===== src/design/clk_rst_pkg.sv =====
package clk_rst_pkg;

    // Width of one division ratio
    localparam int DIV_W = 8;

    // Half-period of a divided clock in ref_clk_i cycles
    // Zero is treated as one by the divider
    typedef logic [DIV_W-1:0] div_t;

    // Source of the clock-out pin
    // Code 3 also picks the clock-out divider
    typedef enum logic [1:0] {
        SEL_SOC     = 2'd0,  // Soc divided clock
        SEL_CLUSTER = 2'd1,  // Cluster divided clock
        SEL_OUT_DIV = 2'd2   // Dedicated clock-out divider
    } clk_out_sel_e;

    // Flops in each reset synchronizer
    localparam int SYNC_STAGES_DEF = 2;

    // Ratios loaded at reset
    localparam div_t DIV_INIT_SOC     = 8'd1;
    localparam div_t DIV_INIT_CLUSTER = 8'd1;
    localparam div_t DIV_INIT_OUT     = 8'd10;  // Slow pad clock by default

endpackage

===== src/design/clock_rst_gen.sv =====
`timescale 1ns/1ps

// Clock and reset generator for the soc and cluster domains
module clock_rst_gen #(
    parameter int                SYNC_STAGES      = clk_rst_pkg::SYNC_STAGES_DEF,
    parameter clk_rst_pkg::div_t DIV_INIT_SOC     = clk_rst_pkg::DIV_INIT_SOC,
    parameter clk_rst_pkg::div_t DIV_INIT_CLUSTER = clk_rst_pkg::DIV_INIT_CLUSTER,
    parameter clk_rst_pkg::div_t DIV_INIT_OUT     = clk_rst_pkg::DIV_INIT_OUT
) (
    input  logic                      ref_clk_i,
    input  logic                      rst_n_i,
    input  logic                      test_mode_i,

    input  logic                      jtag_soc_rst_inhibit_i,
    input  logic                      jtag_cluster_rst_inhibit_i,
    input  logic                      pm_soc_sw_rstn_i,
    input  logic                      pm_cluster_sw_rstn_i,

    input  logic                      pm_enable_soc_clk_i,
    input  logic                      pm_enable_cluster_clk_i,
    input  logic                      jtag_enable_clk_out_i,
    input  clk_rst_pkg::clk_out_sel_e jtag_clk_out_sel_i,

    input  clk_rst_pkg::div_t         clk_div0_data_i,   // Soc
    input  logic                      clk_div0_valid_i,
    output logic                      clk_div0_ack_o,
    input  clk_rst_pkg::div_t         clk_div1_data_i,   // Cluster
    input  logic                      clk_div1_valid_i,
    output logic                      clk_div1_ack_o,
    input  clk_rst_pkg::div_t         clk_div2_data_i,   // Clock out
    input  logic                      clk_div2_valid_i,
    output logic                      clk_div2_ack_o,

    output logic                      clk_soc_o,
    output logic                      clk_cluster_o,
    output logic                      clk_out_o,
    output logic                      rstn_sync_ref_o,      // Pad reset in ref domain
    output logic                      rstn_sync_o,          // Soc reset
    output logic                      rstn_cluster_o,       // Raw cluster request
    output logic                      rstn_cluster_sync_o
);

    logic [2:0] ext_valid;    // Valid as seen on the ports
    logic [2:0] ext_ack;
    logic [2:0] div_valid;    // After test-mode masking
    logic [2:0] div_ack;
    logic       rstn_soc_req;
    logic       rstn_cluster_req;
    logic       clk_out_div;  // Before the output select

    assign ext_valid = {clk_div2_valid_i, clk_div1_valid_i, clk_div0_valid_i};

    assign clk_div0_ack_o = ext_ack[0];
    assign clk_div1_ack_o = ext_ack[1];
    assign clk_div2_ack_o = ext_ack[2];

    clk_rst_ctrl u_ctrl (
        .ref_clk_i                  (ref_clk_i),
        .rst_n_i                    (rst_n_i),
        .test_mode_i                (test_mode_i),
        .jtag_soc_rst_inhibit_i     (jtag_soc_rst_inhibit_i),
        .jtag_cluster_rst_inhibit_i (jtag_cluster_rst_inhibit_i),
        .pm_soc_sw_rstn_i           (pm_soc_sw_rstn_i),
        .pm_cluster_sw_rstn_i       (pm_cluster_sw_rstn_i),
        .jtag_clk_out_sel_i         (jtag_clk_out_sel_i),
        .ext_valid_i                (ext_valid),
        .ext_ack_o                  (ext_ack),
        .div_valid_o                (div_valid),
        .div_ack_i                  (div_ack),
        .clk_soc_i                  (clk_soc_o),
        .clk_cluster_i              (clk_cluster_o),
        .clk_out_div_i              (clk_out_div),
        .rstn_soc_req_o             (rstn_soc_req),
        .rstn_cluster_req_o         (rstn_cluster_req),
        .clk_out_o                  (clk_out_o)
    );

    // Dividers all run off the pad reset
    clk_divider #(.DIV_INIT(DIV_INIT_SOC)) u_div_soc (
        .ref_clk_i   (ref_clk_i),
        .rst_n_i     (rst_n_i),
        .en_i        (pm_enable_soc_clk_i),
        .div_data_i  (clk_div0_data_i),
        .div_valid_i (div_valid[0]),
        .div_ack_o   (div_ack[0]),
        .clk_o       (clk_soc_o)
    );

    clk_divider #(.DIV_INIT(DIV_INIT_CLUSTER)) u_div_cluster (
        .ref_clk_i   (ref_clk_i),
        .rst_n_i     (rst_n_i),
        .en_i        (pm_enable_cluster_clk_i),
        .div_data_i  (clk_div1_data_i),
        .div_valid_i (div_valid[1]),
        .div_ack_o   (div_ack[1]),
        .clk_o       (clk_cluster_o)
    );

    clk_divider #(.DIV_INIT(DIV_INIT_OUT)) u_div_out (
        .ref_clk_i   (ref_clk_i),
        .rst_n_i     (rst_n_i),
        .en_i        (jtag_enable_clk_out_i),
        .div_data_i  (clk_div2_data_i),
        .div_valid_i (div_valid[2]),
        .div_ack_o   (div_ack[2]),
        .clk_o       (clk_out_div)
    );

    rst_sync #(.SYNC_STAGES(SYNC_STAGES)) u_sync_ref (
        .ref_clk_i (ref_clk_i),
        .rst_n_i   (rst_n_i),
        .rst_n_o   (rstn_sync_ref_o)
    );

    rst_sync #(.SYNC_STAGES(SYNC_STAGES)) u_sync_soc (
        .ref_clk_i (ref_clk_i),
        .rst_n_i   (rstn_soc_req),
        .rst_n_o   (rstn_sync_o)
    );

    rst_sync #(.SYNC_STAGES(SYNC_STAGES)) u_sync_cluster (
        .ref_clk_i (ref_clk_i),
        .rst_n_i   (rstn_cluster_req),
        .rst_n_o   (rstn_cluster_sync_o)
    );

    assign rstn_cluster_o = rstn_cluster_req;  // Unsynchronized copy

endmodule


===== src/design/clk_rst_ctrl.sv =====
`timescale 1ns/1ps

// Test-mode handling, reset requests and clock-out selection
module clk_rst_ctrl (
    input  logic                      ref_clk_i,
    input  logic                      rst_n_i,       // Pad reset
    input  logic                      test_mode_i,

    input  logic                      jtag_soc_rst_inhibit_i,      // Debug holds soc out of reset
    input  logic                      jtag_cluster_rst_inhibit_i,  // Same for cluster
    input  logic                      pm_soc_sw_rstn_i,            // PM software reset of soc
    input  logic                      pm_cluster_sw_rstn_i,        // PM software reset of cluster

    input  clk_rst_pkg::clk_out_sel_e jtag_clk_out_sel_i,

    input  logic [2:0]                ext_valid_i,   // From the requesters
    output logic [2:0]                ext_ack_o,
    output logic [2:0]                div_valid_o,   // To the dividers
    input  logic [2:0]                div_ack_i,

    input  logic                      clk_soc_i,
    input  logic                      clk_cluster_i,
    input  logic                      clk_out_div_i,

    output logic                      rstn_soc_req_o,
    output logic                      rstn_cluster_req_o,
    output logic                      clk_out_o
);

    logic clk_out_mux;  // Chosen source before the output flop
    logic clk_out_q;

    // Test mode leaves only the pad reset
    // Inhibit overrides the pad, software reset overrides both
    assign rstn_soc_req_o = test_mode_i ? rst_n_i :
                            (rst_n_i | jtag_soc_rst_inhibit_i) & pm_soc_sw_rstn_i;
    assign rstn_cluster_req_o = test_mode_i ? rst_n_i :
                                (rst_n_i | jtag_cluster_rst_inhibit_i) & pm_cluster_sw_rstn_i;

    // No configuration traffic while in test
    assign div_valid_o = test_mode_i ? 3'b000 : ext_valid_i;
    assign ext_ack_o   = test_mode_i ? 3'b000 : div_ack_i;

    always_comb
    begin
        case (jtag_clk_out_sel_i)
            clk_rst_pkg::SEL_SOC:     clk_out_mux = clk_soc_i;
            clk_rst_pkg::SEL_CLUSTER: clk_out_mux = clk_cluster_i;
            default:                  clk_out_mux = clk_out_div_i;  // Codes 2 and 3
        endcase
    end

    // Pad clock lags its source by one ref cycle
    always_ff @(posedge ref_clk_i or negedge rst_n_i)
    begin
        if (!rst_n_i)
            clk_out_q <= 1'b0;
        else
            clk_out_q <= clk_out_mux;
    end

    assign clk_out_o = clk_out_q;

endmodule


===== src/design/clk_divider.sv =====
`timescale 1ns/1ps

// Programmable divider running on ref_clk_i
// Output is a plain flop toggled every ratio cycles
module clk_divider #(
    parameter clk_rst_pkg::div_t DIV_INIT = clk_rst_pkg::div_t'(1)
) (
    input  logic              ref_clk_i,
    input  logic              rst_n_i,
    input  logic              en_i,         // Clock enable from PM or debug
    input  clk_rst_pkg::div_t div_data_i,   // New half-period
    input  logic              div_valid_i,
    output logic              div_ack_o,    // One-cycle pulse per accepted ratio
    output logic              clk_o
);

    logic              ack_q;
    logic              cfg_take;   // Accept this cycle
    logic              cnt_end;    // Half-period finished
    logic              clk_q;
    clk_rst_pkg::div_t ratio_q;    // Current half-period
    clk_rst_pkg::div_t ratio_eff;  // Ratio with zero mapped to one
    clk_rst_pkg::div_t cnt_q;      // Cycles left in this half-period

    // A held valid right after its ack is the same request
    assign cfg_take = div_valid_i & ~ack_q;

    assign ratio_eff = (ratio_q == '0) ? clk_rst_pkg::div_t'(1) : ratio_q;
    assign cnt_end   = (cnt_q <= clk_rst_pkg::div_t'(1));  // Also true after reset

    // Configuration side of the handshake
    always_ff @(posedge ref_clk_i or negedge rst_n_i)
    begin
        if (!rst_n_i)
        begin
            ack_q   <= 1'b0;
            ratio_q <= DIV_INIT;
        end
        else
        begin
            ack_q <= cfg_take;  // Ack one cycle after valid
            if (cfg_take)
            begin
                ratio_q <= div_data_i;  // Used from the next reload on
            end
        end
    end

    // Half-period counter and output toggle
    always_ff @(posedge ref_clk_i or negedge rst_n_i)
    begin
        if (!rst_n_i)
        begin
            cnt_q <= '0;
            clk_q <= 1'b0;
        end
        else if (!en_i)
        begin
            // Count frozen, clock parked low
            clk_q <= 1'b0;
        end
        else if (cnt_end)
        begin
            cnt_q <= ratio_eff;  // Reload picks up any new ratio here
            clk_q <= ~clk_q;
        end
        else
        begin
            cnt_q <= cnt_q - 1'b1;
        end
    end

    assign div_ack_o = ack_q;
    assign clk_o     = clk_q;

endmodule


===== src/design/rst_sync.sv =====
`timescale 1ns/1ps

// Asynchronous assert, synchronous release of one reset
module rst_sync #(
    parameter int SYNC_STAGES = clk_rst_pkg::SYNC_STAGES_DEF
) (
    input  logic ref_clk_i,
    input  logic rst_n_i,   // Request to synchronize, active low
    output logic rst_n_o
);

    // Chain of ones shifted in from the bottom
    logic [SYNC_STAGES-1:0] sync_q;

    always_ff @(posedge ref_clk_i or negedge rst_n_i)
    begin
        if (!rst_n_i)
        begin
            sync_q <= '0;  // Output drops at once
        end
        else
        begin
            // One more stage released per edge
            sync_q <= (sync_q << 1) | SYNC_STAGES'(1);
        end
    end

    // Top stage only
    // Released on the SYNC_STAGES-th edge
    assign rst_n_o = sync_q[SYNC_STAGES-1];

endmodule


===== config.mk =====
export PLATFORM = sky130hd
export DESIGN_NAME = clock_rst_gen
export DESIGN_NICKNAME = d
export VERILOG_FILES = /design/src/design/clk_rst_pkg.sv /design/src/design/clock_rst_gen.sv /design/src/design/clk_rst_ctrl.sv /design/src/design/clk_divider.sv /design/src/design/rst_sync.sv
export SDC_FILE = /design/constraint.sdc
export NUM_CORES = 1
export LEC_CHECK = 0
export BUFFER_PORTS_ARGS = -buffer_cell sky130_fd_sc_hd__buf_2
export CORE_ASPECT_RATIO = 2
export CORE_MARGIN = 2
export CORE_UTILIZATION = 60
export CTS_CLUSTER_DIAMETER = 40
export DETAILED_ROUTE_END_ITERATION = 12
export PLACE_DENSITY = 0.94
export SETUP_SLACK_MARGIN = 0.4
export SLEW_MARGIN = 20
export SYNTH_ARGS = -nofsm -noshare
export SYNTH_HDL_FRONTEND = slang
export SYNTH_SLANG_ARGS = --single-unit

===== constraint.sdc =====
create_clock -name ref_clk_i -period 5.3 [get_ports ref_clk_i]
set_input_delay 0 -clock ref_clk_i [delete_from_list [all_inputs] [get_ports ref_clk_i]]
set_output_delay 0 -clock ref_clk_i [all_outputs]
set_load 0.005 [all_outputs]

# Word-level counts from Yosys, hierarchy flattened
# Cells that the tools add are included.
[word_totals]
ff_bits = 61
latchBits = 0
ramBits = 0
mem_bits_ro = 0
input_bits = 39
out_inout_bits = 10
mem_count = 0
[classes]
n_addsub = 3
mul = 0
n_div = 0
magnitude_cmp = 3
n_eq_ne = 4
shifts = 0
n_mux = 17
bitwise = 13
n_reduce_logical = 4
[op_table]
columns = ["cell", "n"]
rows = [
  ["8-bit two-way mux", 6],
  ["8-bit by 1-bit less-or-equal comparator with 1-bit output, second input constant", 3],
  ["8-bit zero test", 3],
  ["8-bit by 1-bit subtractor with 8-bit output, second input constant", 3],
  ["1-bit two-way mux", 8],
  ["3-bit two-way mux", 2],
  ["2-bit by 1-bit inequality test with 1-bit output, second input constant", 3],
  ["1-bit NOT", 6],
  ["1-bit bitwise AND", 5],
  ["2-bit by 1-bit equality test with 1-bit output, second input constant", 1],
  ["2-bit zero test", 1],
  ["1-bit bitwise OR", 2],
  ["1-bit one-hot mux with 2 select lines", 1],
]

# Depth between registers and ports, before layout
[logic_depth]
depth_word = 3
depth_mapped = 7

# Cells and area by module
# From an unflattened synthesis, not the netlist that was laid out.
[unflattened]
cells_unflattened = 272
hier_area_um2 = 3029.2
[by_module_without_submodules]
columns = ["module", "n_inst", "cells_each", "area_per_inst_um2", "seq_area_each_um2"]
rows = [
  ["clk_divider at u_div_cluster ...", 2, 83, 913.4, 451.7],
  ["clk_divider at u_div_out", 1, 83, 914.6, 452.9],
  ["rst_sync", 3, 3, 53.8, 50.0],
  ["clk_rst_ctrl", 1, 14, 126.4, 25.0],
]

# Least setup slack after synthesis
# OpenSTA, ideal clock, no wires.
[synth_timing]
kind = "register to register"
from = "reg u_div_cluster.cnt_q[4]"
to = "reg u_div_cluster.clk_q, in the netlist u_div_cluster.clk_o"
setup_time_ns = 0.119
t_arrival_ns = 1.688
path_slack_ns = 3.493
path_stages_with_launch = 6
n_path_buf = 1
period_less_slack_ns = 1.807
cell_sequence = "dfrtp_1 > or3_4 > or4_4 > buf_6 > xnor2_1 > and2_1"
[synth_between]
elab_chain_len = 2
[synth_rtl]
columns = ["item", "line_no", "rtl"]
rows = [
  ["from (decl)", "clk_divider.sv:23", "clk_rst_pkg::div_t cnt_q;"],
  ["from (signal assigned)", "clk_divider.sv:64", "cnt_q <= ratio_eff;"],
  ["from (signal assigned)", "clk_divider.sv:69", "cnt_q <= cnt_q - 1'b1;"],
  ["8-bit by 1-bit less-or-equal comparator with 1-bit output", "clk_divider.sv:29", "assign cnt_end = (cnt_q <= clk_rst_pkg::div_t'(1));"],
  ["2-bit by 1-bit inequality test with 1-bit output (no source line)", "-", ""],
  ["to (signal assigned)", "clk_divider.sv:65", "clk_q <= ~clk_q;"],
  ["to (decl)", "clk_divider.sv:20", "logic clk_q;"],
]
# Every way passes these cells.
# A chain may end at the register's enable or synchronous reset.

# Final worst setup path
[layout_timing]
from = "reg u_div_cluster.cnt_q[0]"
to = "reg u_div_cluster.cnt_q[6]"
[layout_between]
elab_chain_len = 2
[layout_rtl]
columns = ["item", "line_no", "rtl"]
rows = [
  ["8-bit by 1-bit subtractor with 8-bit output / 8-bit by 1-bit less-or-equal comparator with 1-bit output (equally long branches)", "clk_divider.sv:69, clk_divider.sv:29", ""],
  ["8-bit two-way mux (*)", "clk_divider.sv:62", "else if (cnt_end)"],
]
# Mark *: on every way between the ends. The rest lies on a longest branch, timed or not.

==> impl_metrics.yaml <==
run_status:
  status: "completed"
die:
  initial_utilization_pct: 61.6
  dieWidth_um: 53.7
  die-area_um2: 5560
  boundaryPins: 49
  die_h_um: 103
  fp-row-count: 36
  core_um2: 4820
drt:
  ant_nets: 0
  wl_per_cell_um: 17.6
  highest_layer: "met4"
  drt_first_iter_violations: 62
  via_count: 2429
  vias_per_cell: 5.92
  drc: 0
  met1_length_mm: 2.56
  dr_wl_met3_um: 336
  dr.pass1.iters: 4
  wirelength_mm: 7.23
  dr_wl_met2_mm: 4.04
clock_network:
  cts_tree: "done"
  htree_levels: 3
  cts_setup_buffers: 0
  cts_buffers: 9
  clock_sinks: 61
  clkTransAtPathRegs_ns: 0.07
  clock_path_buffers: 2
  clk_latency_ns: 0.35
  root_buffer: "clkbuf_8"
pwr:
  powerDensity_nw_per_um2: 354
  total_power_mw: 1.32
  leakagePower_nw: 1.67
  peakVddDrop_uv: 378
min_path:
  hold_path.class: "primary input to flop"
  min_from: "clk_div2_valid_i"
timing:
  fmax_mhz: 487
  fin_ws_ns: 3.25
  relSlewSlack_pct: 56.1
  finClkSkew_ns: 0.00949
  drv_slew: 0
  min_period_over_period_pct: 38.7
  period_minus_slack_ns: 2.05
  setup_viol: 0
  fin_tns_setup_ns: 0
  tightestPinTransition_ns: 0.654
  grt_setup_unrepaired: "false"
  hold_viol_final: 0
final_layout:
  finalNetCount: 392
  drive_gt1_share_pct: 32.1
  stdcell_count: 410
  stdcell_area_um2: 3730
  fillerInstances: 283
  regArea_um2: 1530
  area_growth_pct: 25.7
  multi_input_area_um2: 1280
yosys:
  synth_compound_area_share_pct: 15.5
  synth_top_area_share_pct: 48.0
  async_flop_share_pct: 100
  synth_fa_ha_area_share_pct: 2.53
  synth_ff_type: "dfrtp_1"
  muxShareOfSynthArea_pct: 9.44
  synth_top_family_by_area: "compound AO/OA/AOI/OAI gates"
  avgSynthCellArea_um2: 11.2
  yosys.area_share.simple_pct: 14.3
  ys_ff_latch: 61
  syn_inst: 265
  yosysTopAreaCell: "dfrtp_1"
  yosys-top-cells-area: "dfrtp_1 (48%), mux2_2 (9.1%), a22oi_1 (3.8%), o21ai_0 (3.7%), dfstp_2 (3.5%)"
  netlist_area_um2: 2970
  synth_edf_count: 0
  yosysWarnings: 0
  synthXorXnorAreaFrac_pct: 0.885
  synth_cell_types: 35
  ys_seq_area_share_pct: 51.6
placement:
  gp_congestion: 0.847
  dp.final_hpwl_mm: 4.62
  port_buffers: 48
  dpl_cell_area_um2: 3240
  dp.cells: 362
  place_ws_ns: 3.40
setup_path:
  end_kind: "flop"
  arrival_ns: 2.30
  crit_chain: "inv_1 -> ha_1 -> or3b_2 -> nor3_1 -> o21ai_0 -> a22oi_1"
  reg2reg_from: "u_div_cluster.cnt_q[0]"
  cp_num_buf_inv: 1
  cp_top_family: "simple AND/OR/NAND/NOR gates"
  cp-start-kind: "flop"
  critical-path-max-stage-delay_ns: 0.51
  slowest_stage: "or3b_2"
  crit_required_ns: 5.55
  crit_type: "flop to flop"
  critical_path_peak_fanout: 5
  timing.critical_path.from: "u_div_cluster.cnt_q[0]"
global_routing:
  grt_pass1_wl_mm: 11.8
  grt_pass1_vias: 2587
  grt-ovfl-total: 0
  antenna_found_initial: 0
  grt_util_all_layers_pct: 29.8
  grt_start_max_net_pins: 35
flow_run:
  cap_violations: 0
-- path summary, 6_finish.rpt --
kind,end,slack [ns],cells past startpoint
setup / recovery,u_div_cluster.cnt_q[6],3.25,6
hold / removal,u_div_out.div_ack_o,0.03,2
setup reg to reg,u_div_cluster.cnt_q[6],3.25,6
hold reg to reg,u_sync_cluster.sync_q[1],0.35,0
max in group asynchronous,u_sync_cluster.sync_q[1],3.55,5
min in group asynchronous,u_div_out.cnt_q[3],0.19,2
-- registers in the layout, indices dropped and copies added (netlist names) --
signal                   cells
u_div_out.div_ack_o          1
u_sync_cluster.sync_q        2
u_div_cluster.clk_o          1
u_sync_soc.sync_q            2
u_ctrl.clk_out_o             1
u_div_soc.cnt_q              8
u_div_soc.ratio_q            8
u_div_cluster.div_ack_o      1
u_div_out.clk_o              1
u_div_cluster.ratio_q        8
u_div_soc.div_ack_o          1
u_div_out.ratio_q            8
u_sync_ref.sync_q            2
u_div_soc.clk_o              1
u_div_cluster.cnt_q          8
u_div_out.cnt_q              8
-- layout make-up --
cell class | count | share of cell area [%]
repair buffers | 82 | 15.4
multi-input cells | 169 | 34.4
inverters | 24 | 2.41
clock buffers | 12 | 4.16
flip-flops and latches | 61 | 41.0
clock inverters | 4 | 0.604
diodes | 1 | 0.0671
well taps | 57 | 1.91
-- where the power goes --
group | internal (mW) | switching, mW | leakage (nW)
clock | 0.193 | 0.178 | 0.0922
combinational | 0.142 | 0.131 | 0.883
sequential | 0.569 | 0.108 | 0.695
total | 0.903 | 0.417 | 1.67
-- what timing repair did --
item                                    CTS  global route
resized for setup                         0             0
hold endpoints to repair                 51             0
endpoints found under the setup margin    0             0
hold buffers                             31             0
-- synthesized netlist by cell type (4+ instances only) --
cell	instances
a22oi_1	15
nor4_1	6
nand2_1	10
ha_1	6
mux2_2	24
nor3_1	9
clkbuf_1	7
dfstp_2	4
nor2_1	6
o21ai_0	22
dfrtp_1	57
inv_1	24
nor2b_1	5
o211ai_1	6
o2bb2ai_1	9
-- layout by cell type (no fill, tap or decap), types with 9 or more instances in the layout --
| master | n |
|---|---|
| nor3_1 | 9 |
| mux2_2 | 24 |
| dfrtp_1 | 57 |
| o21ai_0 | 22 |
| a22oi_1 | 15 |
| clkbuf_8 | 11 |
| buf_2 | 48 |
| o2bb2ai_1 | 9 |
| dlygate4sd3_1 | 31 |
| inv_1 | 24 |
| nand2_1 | 10 |
-- cells by family after synthesis --
| kind of cell | after synthesis |
|---|---|
| buffers and inverters | 37 |
| adders and majority gates | 6 |
| xor gates and xnor gates | 3 |
| DFF | 61 |
| muxes | 25 |
| AOI/OAI and AO/OA | 66 |
| other | 1 |
| and+or+nand+nor | 66 |
-- layer usage --
metal  vias to the layer above  GRT usage (%)
li1                       1119              -
met1                      1181           30.9
met2                        94           50.4
met3                        35           8.91
met4                         0           18.5
met5                         -              0
-- per-stage QoR --
step / utilization (%) / hold slack (ns)
finish: 77.4 / 0.0277
CTS: 77.3 / 0.0289
floorplan: - / -0.296
global placement: 67.1 / -0.0915
global route: 77.4 / 0.0301
detailed placement: 67.1 / -0.0835
Power figures use the tool's default switching activity.
